## src/hw/loader_pkg.sv

```systemverilog
//==================================================
// Shared types and constants for the media loader
// Memory addresses are 25 bits wide and byte wide
// File kinds follow the host download index codes
//==================================================
`default_nettype none

package loader_pkg;

	// ==================================================
	// Address map
	// ==================================================
	localparam int ADDR_W = 25;

	localparam logic [ADDR_W-1:0] CRT_BASE = 25'h0100000;
	localparam logic [ADDR_W-1:0] TAP_BASE = 25'h0200000;
	localparam logic [ADDR_W-1:0] REU_BASE = 25'h1000000;

	// ==================================================
	// Enumerations
	// ==================================================
	typedef enum logic [2:0] {
		LOAD_NONE,
		LOAD_PRG,
		LOAD_CRT,
		LOAD_TAP,
		LOAD_REU
	} load_kind_e;

	typedef enum logic [1:0] {
		CRT_FILE_HDR,
		CRT_CHIP_HDR,
		CRT_CHIP_DATA
	} crt_state_e;

	// ==================================================
	// Structures
	// ==================================================
	typedef struct packed {
		logic [ADDR_W-1:0] addr;
		logic [7:0]        data;
	} mem_write_t;

	typedef struct packed {
		logic [15:0] id;
		logic [7:0]  exrom;
		logic [7:0]  game;
	} cart_hdr_t;

	typedef struct packed {
		logic [7:0]  bank_type;
		logic [15:0] bank_num;
		logic [15:0] load_addr;
		logic [15:0] size;
	} cart_bank_t;

	// Download index to file kind
	function automatic load_kind_e kind_of(input logic [7:0] index);
		case (index)
			8'h01:        return LOAD_PRG;
			8'h41, 8'h05: return LOAD_CRT;
			8'hC1:        return LOAD_TAP;
			8'h81:        return LOAD_REU;
			default:      return LOAD_NONE;
		endcase
	endfunction

endpackage

`default_nettype wire

```

## src/hw/load_decoder.sv

```systemverilog
//==================================================
// Turns the download byte stream into write requests
// The request is combinational on ioctl_wr_i, so the
// host must respect ioctl_wait_o before the next byte
// CRT chip data lands on BANK_ALIGN_BITS boundaries
//==================================================
`timescale 1ns/100ps
`default_nettype none

module load_decoder #(
	parameter int BANK_ALIGN_BITS = 13
) (
	input  wire                            clk_sys,
	input  wire                            RESET,
	input  wire                            ioctl_download_i,
	input  wire [7:0]                      ioctl_index_i,
	input  wire                            ioctl_wr_i,
	input  wire [loader_pkg::ADDR_W-1:0]   ioctl_addr_i,
	input  wire [7:0]                      ioctl_data_i,
	output logic                           dec_req_o,
	output loader_pkg::mem_write_t         dec_wr_o,
	output logic [15:0]                    prg_end_o,
	output loader_pkg::cart_hdr_t          cart_hdr_o,
	output loader_pkg::cart_bank_t         cart_bank_o,
	output logic                           cart_bank_wr_o,
	output logic                           cart_attached_o
);

	localparam int AW = loader_pkg::ADDR_W;

	// File offsets of interest
	localparam logic [AW-1:0] OFS_START    = AW'(8'h00);
	localparam logic [AW-1:0] OFS_PRG_HI   = AW'(8'h01);
	localparam logic [AW-1:0] OFS_PRG_DATA = AW'(8'h02);
	localparam logic [AW-1:0] OFS_ID_HI    = AW'(8'h16);
	localparam logic [AW-1:0] OFS_ID_LO    = AW'(8'h17);
	localparam logic [AW-1:0] OFS_EXROM    = AW'(8'h18);
	localparam logic [AW-1:0] OFS_GAME     = AW'(8'h19);
	localparam logic [AW-1:0] OFS_CHIPS    = AW'(8'h40);

	loader_pkg::load_kind_e kind;
	loader_pkg::crt_state_e crt_state;
	logic [AW-1:0]          load_addr;
	logic [3:0]             hdr_cnt;
	logic [31:0]            blk_len;
	logic                   download_d;
	logic                   in_chips;
	logic                   hdr_start;
	logic                   want_write;

	assign kind     = loader_pkg::kind_of(ioctl_index_i);
	assign in_chips = ioctl_addr_i >= OFS_CHIPS;

	// First byte of a chip packet header
	assign hdr_start = (crt_state == loader_pkg::CRT_FILE_HDR) ||
		(crt_state == loader_pkg::CRT_CHIP_DATA && blk_len == 32'd0);

	// ==================================================
	// Write request path
	// ==================================================
	always_comb begin
		case (kind)
			loader_pkg::LOAD_PRG: want_write = ioctl_addr_i >= OFS_PRG_DATA;
			loader_pkg::LOAD_CRT: want_write = in_chips && !hdr_start &&
				crt_state == loader_pkg::CRT_CHIP_DATA;
			loader_pkg::LOAD_TAP: want_write = 1'b1;
			loader_pkg::LOAD_REU: want_write = 1'b1;
			default:              want_write = 1'b0;
		endcase
	end

	assign dec_req_o = ioctl_wr_i && want_write;

	always_comb begin
		dec_wr_o.data = ioctl_data_i;
		case (kind)
			loader_pkg::LOAD_TAP: dec_wr_o.addr = loader_pkg::TAP_BASE + ioctl_addr_i;
			loader_pkg::LOAD_REU: dec_wr_o.addr = loader_pkg::REU_BASE + ioctl_addr_i;
			default:              dec_wr_o.addr = load_addr;
		endcase
	end

	// ==================================================
	// CRT parse state and status flags
	// ==================================================
	always_ff @(posedge clk_sys) begin
		if (RESET) begin
			crt_state       <= loader_pkg::CRT_FILE_HDR;
			hdr_cnt         <= 4'd0;
			download_d      <= 1'b0;
			cart_bank_wr_o  <= 1'b0;
			cart_attached_o <= 1'b0;
		end else begin
			download_d     <= ioctl_download_i;
			cart_bank_wr_o <= 1'b0;

			// Attached once a CRT download ends, dropped when a new one starts
			if (kind == loader_pkg::LOAD_CRT && download_d != ioctl_download_i)
				cart_attached_o <= download_d;

			if (ioctl_wr_i && kind == loader_pkg::LOAD_CRT) begin
				if (ioctl_addr_i == OFS_START) begin
					crt_state <= loader_pkg::CRT_FILE_HDR;
					hdr_cnt   <= 4'd0;
				end else if (in_chips) begin
					if (hdr_start) begin
						crt_state <= loader_pkg::CRT_CHIP_HDR;
						hdr_cnt   <= 4'd1;
					end else if (crt_state == loader_pkg::CRT_CHIP_HDR) begin
						hdr_cnt <= hdr_cnt + 4'd1;
						if (hdr_cnt == 4'd15) begin
							crt_state      <= loader_pkg::CRT_CHIP_DATA;
							cart_bank_wr_o <= 1'b1;
						end
					end
				end
			end
		end
	end

	// ==================================================
	// Load address, end pointer and header fields
	// ==================================================
	always_ff @(posedge clk_sys) begin
		if (ioctl_wr_i && kind == loader_pkg::LOAD_PRG) begin
			if (ioctl_addr_i == OFS_START) begin
				load_addr       <= AW'(ioctl_data_i);
				prg_end_o[7:0]  <= ioctl_data_i;
			end else if (ioctl_addr_i == OFS_PRG_HI) begin
				load_addr[15:8] <= ioctl_data_i;
				prg_end_o[15:8] <= ioctl_data_i;
			end else begin
				load_addr <= load_addr + 1'b1;
				prg_end_o <= prg_end_o + 16'd1;
			end
		end

		if (ioctl_wr_i && kind == loader_pkg::LOAD_CRT) begin
			if (ioctl_addr_i == OFS_START)
				load_addr <= loader_pkg::CRT_BASE;
			if (ioctl_addr_i == OFS_ID_HI)
				cart_hdr_o.id[15:8] <= ioctl_data_i;
			if (ioctl_addr_i == OFS_ID_LO)
				cart_hdr_o.id[7:0] <= ioctl_data_i;
			if (ioctl_addr_i == OFS_EXROM)
				cart_hdr_o.exrom <= ioctl_data_i;
			if (ioctl_addr_i == OFS_GAME)
				cart_hdr_o.game <= ioctl_data_i;

			if (in_chips) begin
				if (hdr_start) begin
					// Round up to the next bank boundary
					if (load_addr[BANK_ALIGN_BITS-1:0] != '0) begin
						load_addr[AW-1:BANK_ALIGN_BITS] <=
							load_addr[AW-1:BANK_ALIGN_BITS] + 1'b1;
						load_addr[BANK_ALIGN_BITS-1:0] <= '0;
					end
				end else if (crt_state == loader_pkg::CRT_CHIP_HDR) begin
					case (hdr_cnt)
						4'd4:  blk_len[31:24] <= ioctl_data_i;
						4'd5:  blk_len[23:16] <= ioctl_data_i;
						4'd6:  blk_len[15:8]  <= ioctl_data_i;
						4'd7:  blk_len[7:0]   <= ioctl_data_i;
						// Packet length includes its own 16-byte header
						4'd8:  blk_len        <= blk_len - 32'd16;
						4'd9:  cart_bank_o.bank_type       <= ioctl_data_i;
						4'd10: cart_bank_o.bank_num[15:8]  <= ioctl_data_i;
						4'd11: cart_bank_o.bank_num[7:0]   <= ioctl_data_i;
						4'd12: cart_bank_o.load_addr[15:8] <= ioctl_data_i;
						4'd13: cart_bank_o.load_addr[7:0]  <= ioctl_data_i;
						4'd14: cart_bank_o.size[15:8]      <= ioctl_data_i;
						4'd15: cart_bank_o.size[7:0]       <= ioctl_data_i;
						default: ;
					endcase
				end else begin
					blk_len   <= blk_len - 32'd1;
					load_addr <= load_addr + 1'b1;
				end
			end
		end
	end

endmodule

`default_nettype wire

```

## src/hw/prg_pointer_injector.sv

```systemverilog
//==================================================
// Writes the BASIC pointers after a PRG download,
// as the LOAD command would leave them
// Walks page zero one address per cycle and only
// waits on wr_busy_i at the twelve pointer bytes
//==================================================
`timescale 1ns/100ps
`default_nettype none

module prg_pointer_injector (
	input  wire                     clk_sys,
	input  wire                     RESET,
	input  wire                     ioctl_download_i,
	input  wire                     is_prg_i,
	input  wire [15:0]              prg_end_i,
	input  wire                     wr_busy_i,
	output logic                    inj_req_o,
	output loader_pkg::mem_write_t  inj_wr_o,
	output logic                    inj_done_o
);

	localparam int AW = loader_pkg::ADDR_W;

	logic       download_d;
	logic       active;
	logic [7:0] page_addr;
	logic       hit;
	logic [7:0] value;
	logic       start;
	logic       step;

	// Pointer bytes in page zero
	always_comb begin
		hit = 1'b1;
		case (page_addr)
			// Start of BASIC text
			8'h2B: value = 8'h01;
			8'h2C: value = 8'h08;
			8'hAC, 8'hAD: value = 8'h00;
			// VAR, ARY, STR and load end all point past the program
			8'h2D, 8'h2F, 8'h31, 8'hAE: value = prg_end_i[7:0];
			8'h2E, 8'h30, 8'h32, 8'hAF: value = prg_end_i[15:8];
			default: begin
				hit   = 1'b0;
				value = 8'h00;
			end
		endcase
	end

	assign start = download_d && !ioctl_download_i && is_prg_i;
	assign step  = active && (!hit || !wr_busy_i);

	assign inj_req_o     = active && hit && !wr_busy_i;
	assign inj_wr_o.addr = AW'(page_addr);
	assign inj_wr_o.data = value;

	always_ff @(posedge clk_sys) begin
		if (RESET) begin
			download_d <= 1'b0;
			active     <= 1'b0;
			page_addr  <= 8'h00;
			inj_done_o <= 1'b0;
		end else begin
			download_d <= ioctl_download_i;
			inj_done_o <= 1'b0;

			if (start) begin
				active    <= 1'b1;
				page_addr <= 8'h00;
			end else if (step) begin
				page_addr <= page_addr + 8'd1;
				if (page_addr == 8'hFF) begin
					active     <= 1'b0;
					inj_done_o <= 1'b1;
				end
			end
		end
	end

endmodule

`default_nettype wire

```

## src/hw/mem_write_sequencer.sv

```systemverilog
//==================================================
// Holds one byte write and issues it in a memory slot
// A request is only taken while wr_busy_o is low
// mem_ce_o pulses once, after io_cycle_i falls
//==================================================
`timescale 1ns/100ps
`default_nettype none

module mem_write_sequencer (
	input  wire                     clk_sys,
	input  wire                     RESET,
	input  wire                     req_i,
	input  loader_pkg::mem_write_t  wr_i,
	input  wire                     io_cycle_i,
	output logic                    wr_busy_o,
	output logic                    mem_ce_o,
	output loader_pkg::mem_write_t  mem_wr_o
);

	logic                   io_cycle_d;
	logic                   slot_end;
	logic                   fire;
	loader_pkg::mem_write_t wr_q;

	// End of the loader slot
	assign slot_end = io_cycle_d && !io_cycle_i;
	assign fire     = wr_busy_o && slot_end;

	// ==================================================
	// Pending flag and write strobe
	// ==================================================
	always_ff @(posedge clk_sys) begin
		if (RESET) begin
			io_cycle_d <= 1'b0;
			wr_busy_o  <= 1'b0;
			mem_ce_o   <= 1'b0;
		end else begin
			io_cycle_d <= io_cycle_i;
			mem_ce_o   <= fire;
			if (fire)
				wr_busy_o <= 1'b0;
			else if (req_i)
				wr_busy_o <= 1'b1;
		end
	end

	// Held write stays valid through the strobe cycle
	always_ff @(posedge clk_sys) begin
		if (req_i && !wr_busy_o)
			wr_q <= wr_i;
	end

	assign mem_wr_o = wr_q;

endmodule

`default_nettype wire

```

## src/hw/media_loader_top.sv

```systemverilog
//==================================================
// Media loading engine for PRG, CRT, TAP and REU
// Every memory access is a byte write
// ioctl_wait_o must stall the host while high
//==================================================
`timescale 1ns/100ps
`default_nettype none

module media_loader_top #(
	parameter int BANK_ALIGN_BITS = 13
) (
	input  wire                            clk_sys,
	input  wire                            RESET,
	input  wire                            ioctl_download_i,
	input  wire [7:0]                      ioctl_index_i,
	input  wire                            ioctl_wr_i,
	input  wire [loader_pkg::ADDR_W-1:0]   ioctl_addr_i,
	input  wire [7:0]                      ioctl_data_i,
	input  wire                            io_cycle_i,
	output logic                           ioctl_wait_o,
	output logic                           mem_ce_o,
	output loader_pkg::mem_write_t         mem_wr_o,
	output loader_pkg::cart_hdr_t          cart_hdr_o,
	output loader_pkg::cart_bank_t         cart_bank_o,
	output logic                           cart_bank_wr_o,
	output logic                           cart_attached_o,
	output logic                           inj_done_o
);

	logic                   dec_req;
	loader_pkg::mem_write_t dec_wr;
	logic                   inj_req;
	loader_pkg::mem_write_t inj_wr;
	logic                   seq_req;
	loader_pkg::mem_write_t seq_wr;
	logic                   wr_busy;
	logic [15:0]            prg_end;
	logic                   is_prg;

	assign is_prg = loader_pkg::kind_of(ioctl_index_i) == loader_pkg::LOAD_PRG;

	// The two sources never request together
	assign seq_req = dec_req || inj_req;
	assign seq_wr  = inj_req ? inj_wr : dec_wr;

	assign ioctl_wait_o = wr_busy;

	load_decoder #(
		.BANK_ALIGN_BITS (BANK_ALIGN_BITS)
	) u_decoder (
		.clk_sys          (clk_sys),
		.RESET            (RESET),
		.ioctl_download_i (ioctl_download_i),
		.ioctl_index_i    (ioctl_index_i),
		.ioctl_wr_i       (ioctl_wr_i),
		.ioctl_addr_i     (ioctl_addr_i),
		.ioctl_data_i     (ioctl_data_i),
		.dec_req_o        (dec_req),
		.dec_wr_o         (dec_wr),
		.prg_end_o        (prg_end),
		.cart_hdr_o       (cart_hdr_o),
		.cart_bank_o      (cart_bank_o),
		.cart_bank_wr_o   (cart_bank_wr_o),
		.cart_attached_o  (cart_attached_o)
	);

	prg_pointer_injector u_injector (
		.clk_sys          (clk_sys),
		.RESET            (RESET),
		.ioctl_download_i (ioctl_download_i),
		.is_prg_i         (is_prg),
		.prg_end_i        (prg_end),
		.wr_busy_i        (wr_busy),
		.inj_req_o        (inj_req),
		.inj_wr_o         (inj_wr),
		.inj_done_o       (inj_done_o)
	);

	mem_write_sequencer u_sequencer (
		.clk_sys    (clk_sys),
		.RESET      (RESET),
		.req_i      (seq_req),
		.wr_i       (seq_wr),
		.io_cycle_i (io_cycle_i),
		.wr_busy_o  (wr_busy),
		.mem_ce_o   (mem_ce_o),
		.mem_wr_o   (mem_wr_o)
	);

endmodule

`default_nettype wire

```

## config.mk

```make
export PLATFORM = sky130hd
export DESIGN_NAME = media_loader_top
export DESIGN_NICKNAME = d
export VERILOG_FILES = /design/src/hw/loader_pkg.sv /design/src/hw/load_decoder.sv /design/src/hw/prg_pointer_injector.sv /design/src/hw/mem_write_sequencer.sv /design/src/hw/media_loader_top.sv
export SDC_FILE = /design/constraint.sdc
export NUM_CORES = 1
export LEC_CHECK = 0
export BUFFER_PORTS_ARGS = -buffer_cell sky130_fd_sc_hd__buf_2
export CAP_MARGIN = 20
export CELL_PAD_IN_SITES_DETAIL_PLACEMENT = 1
export CELL_PAD_IN_SITES_GLOBAL_PLACEMENT = 1
export CORE_MARGIN = 4
export CORE_UTILIZATION = 40
export DETAILED_ROUTE_END_ITERATION = 12
export GPL_ROUTABILITY_DRIVEN = 0
export PLACE_DENSITY_LB_ADDON = 0.08
export RECOVER_POWER = 100
export SKIP_CTS_REPAIR_TIMING = 1
export SYNTH_ARGS = -nofsm -noshare
export SYNTH_HDL_FRONTEND = slang
export SYNTH_SLANG_ARGS = --single-unit
```

## constraint.sdc

```tcl
create_clock -name clk_sys -period 4.5 [get_ports clk_sys]
set_input_delay 0.9 -clock clk_sys [delete_from_list [all_inputs] [get_ports clk_sys]]
set_output_delay 0.9 -clock clk_sys [all_outputs]
set_load 0.01 [all_outputs]
```

==> flow_summary.json <==
{
  "cts.sinks": 216,
  "ios": 172,
  "hold_depth": 2,
  "worstReg2RegStart": "u_decoder.hdr_cnt[0]",
  "synth_most_common_cell": "edfxtp_1",
  "startpoint_type": "primary input",
  "dieWidth_um": 173,
  "finalSetupViolations": 0,
  "routed-via-count": 9121,
  "cp_data_required_time_ps": 4660,
  "hold_path.class": "reg2reg",
  "r2r_end": "u_decoder.blk_len[0]",
  "die_h_um": 173,
  "dr.first_iter.drc_count": 534,
  "row_count": 60,
  "ys_seq_elements": 216,
  "grt_max_degree": 49,
  "portBuffers": 171,
  "reg2regPathDepth": 9,
  "crit_type": "in2reg",
  "p_seq_share_pct": 49.1,
  "period_share_pct": 83.3,
  "p_sw_w": 0.000920,
  "final-hold-violation-count": 0,
  "cts_tree": "yes",
  "grt_use_total_pct": 22.5,
  "ys_types": 79,
  "syn_avg_cell_area_um2": 10.4,
  "finalWorstSetupSlack_ps": 750,
  "first_pass_iters": 5,
  "insertedDiodeCount": 0,
  "finalMaxSlewViolations": 0,
  "cp-end-kind": "flop",
  "synth_largest_area_cell": "edfxtp_1",
  "root_buffer": "clkbuf_16",
  "grt_pass1_wl_um": 54700,
  "die-area_um2": 30000,
  "rsz0062_at_grt": "no",
  "finClkSkew_ps": 9.00,
  "synth.top_cells.by_area": "edfxtp_1 47%, dfxtp_1 8.6%, nor2_1 3.8%",
  "p_leak_nw": 4.08,
  "drt_wl_total_um": 34800,
  "antenna_found_initial": 0,
  "tightest_slew_ps": 1380,
  "netlist_area_um2": 10900,
  "drc": 0,
  "routedWlPerCell_um": 22.0,
  "syn2layout_area_growth_pct": 17.3,
  "power_density_nw_per_um2": 345,
  "ys_seq_area_share_pct": 55.2,
  "finalNetCount": 1287,
  "finalSetupTns_ps": 0,
  "place_ws_ps": 633,
  "grt_pass1_vias": 9243,
  "hold_end": "u_decoder.cart_attached_o",
  "cap_violations": 0,
  "fmax_mhz": 267,
  "rrSetupSlack_ps": 1060,
  "power.internal_w": 0.00349,
  "initial_utilization_pct": 40.6,
  "fin_crit_ps": 3750,
  "syn_inst": 1045,
  "drive_gt1_share_pct": 8.39,
  "clockPowerShare_pct": 48.0,
  "synth-main-ff-cell": "edfxtp_1",
  "synthesis.nets": 1111,
  "clkSlewWorstSetupHoldPaths_ps": 60,
  "relSlewSlack_pct": 8.02,
  "ant_nets": 0,
  "numCtsBuffers": 24,
  "swShare_pct": 20.9,
  "dp_hpwl_um": 24700,
  "worstHoldStart": "u_decoder.download_d",
  "yosys_warnings": 0,
  "via_per_inst": 5.77,
  "coreArea_um2": 26900,
  "synth_edf_count": 169,
  "cts_max_level": 1,
  "worstPathArrival_ps": 3910,
  "worstPathMaxFanout": 10,
  "synth_top_area_share_pct": 46.5,
  "ir_drop_v": 0.000251,
  "pwr-share-comb_pct": 2.9,
  "status": "completed",
  "synth_commonest_cells": "169 x edfxtp_1, 111 x nor2_1, 95 x nand2_1",
  "async_reset_ff_share_pct": 0,
  "insertion_delay_ps": 520,
  "clock_path_buffers": 3,
  "gr-total-overflow": 0
}
==> power by group through the flow <==
stage               Sequential, W  Combinational (W)  Clock, W
floorplan                 0.00220          0.0000592         0
global placement          0.00220           0.000131         0
detailed placement        0.00220           0.000133         0
CTS                       0.00216           0.000134   0.00217
global route              0.00216           0.000143   0.00227
finish                    0.00216           0.000129   0.00212
==> stage by stage <==
| step | power, W | util, % | hold slack [ps] | instances | cell area (um2) |
|---|---|---|---|---|---|
| detailed placement | 0.00234 | 45.5 | 467 | 1536 | 12200 |
| CTS | 0.00447 | 48.7 | 476 | 1580 | 13100 |
| finish | 0.00441 | 47.6 | 472 | 1580 | 12800 |
| global placement | 0.00233 | 45.5 | 459 | 1536 | 12200 |
| floorplan | 0.00226 | - | 436 | 1045 | 10900 |
| global route | 0.00457 | 47.6 | 497 | 1580 | 12800 |
==> cells in the final DEF (no fill, tap or decap), types with 13 or more instances in the layout <==
cell       count
a21oi_1       76
a31oi_1       13
and3_1        17
buf_2         33
clkbuf_1     159
clkbuf_16     25
dfxtp_1       47
edfxtp_1     169
ha_1          20
inv_1         28
mux2i_1       23
nand2_1       95
nand3_1       39
nand4_1       17
nor2_1       112
nor3_1        28
nor4_1        17
o21ai_0       62
or3_1         17
xnor2_1       23
xor2_1        20
==> final cells by class <==
| type | instances | area, um2 |
|---|---|---|
| clock buffers | 31 | 678 |
| clock inverters | 13 | 184 |
| fillers | 3058 | 14100 |
| inverters | 29 | 109 |
| multi-input cells | 750 | 4540 |
| flip-flops and latches | 216 | 6020 |
| well taps | 341 | 427 |
| repair buffers | 200 | 831 |
==> kinds of logic (layout without fill, tap and decap cells) <==
family                   Yosys count  after routing  synth area share, %
AO/OA/AOI/OAI                    260            260                 15.2
XOR/XNOR                          43             43                 3.45
adder cells (fa/ha/maj)           20             20                 2.29
buffers and inverters             79            273                 2.88
flip-flops                       216            216                 55.2
multiplexers                      23             23                 2.11
AND/OR/NAND/NOR                  404            404                 18.9
==> state kept, by name, indices dropped and copies added (netlist names), 2 cells and up <==
register               cells
u_decoder.crt_state        2
u_decoder.blk_len         32
u_decoder.cart_hdr_o      32
u_decoder.prg_end_o       16
u_decoder.load_addr       25
u_decoder.cart_bank_o     56
u_injector.page_addr       8
u_decoder.hdr_cnt          4
u_sequencer.mem_wr_o      33
==> worst max-delay path, stage by stage <==
cell and delay, ps:
clkbuf_1 110, or4_1 600, or3_1 340, o21bai_1 380
o21a_1 240, clkbuf_1 440, nand4_1 310, nor2_1 190
clkbuf_1 410
==> metal layers <==
metal	up-vias	track usage (%)	share of wire, %	routed length, um
met3	48	3.91	5.4	1890
met5	-	0	0	0
met4	0	5.99	2.1	728
li1	4297	-	-	-
met1	4507	32.1	47	16200
met2	269	35.9	46	15900
==> worst max-delay path by stage <==
stage                     startpoint                         to  slack, ps  cells after the start
CTS                  ioctl_addr_i[0]   u_sequencer.mem_wr_o[16]       1180                      9
detailed placement   ioctl_addr_i[0]   u_sequencer.mem_wr_o[28]        630                      9
finish               ioctl_addr_i[1]  u_decoder.cart_bank_o[19]        750                      9
global placement     ioctl_addr_i[0]   u_sequencer.mem_wr_o[28]        710                      9
global route         ioctl_addr_i[1]  u_decoder.cart_bank_o[19]        510                      9
floorplan           ioctl_addr_i[22]    u_sequencer.mem_wr_o[0]        580                      7
No activity file was read; power rests on OpenSTA's default activity.
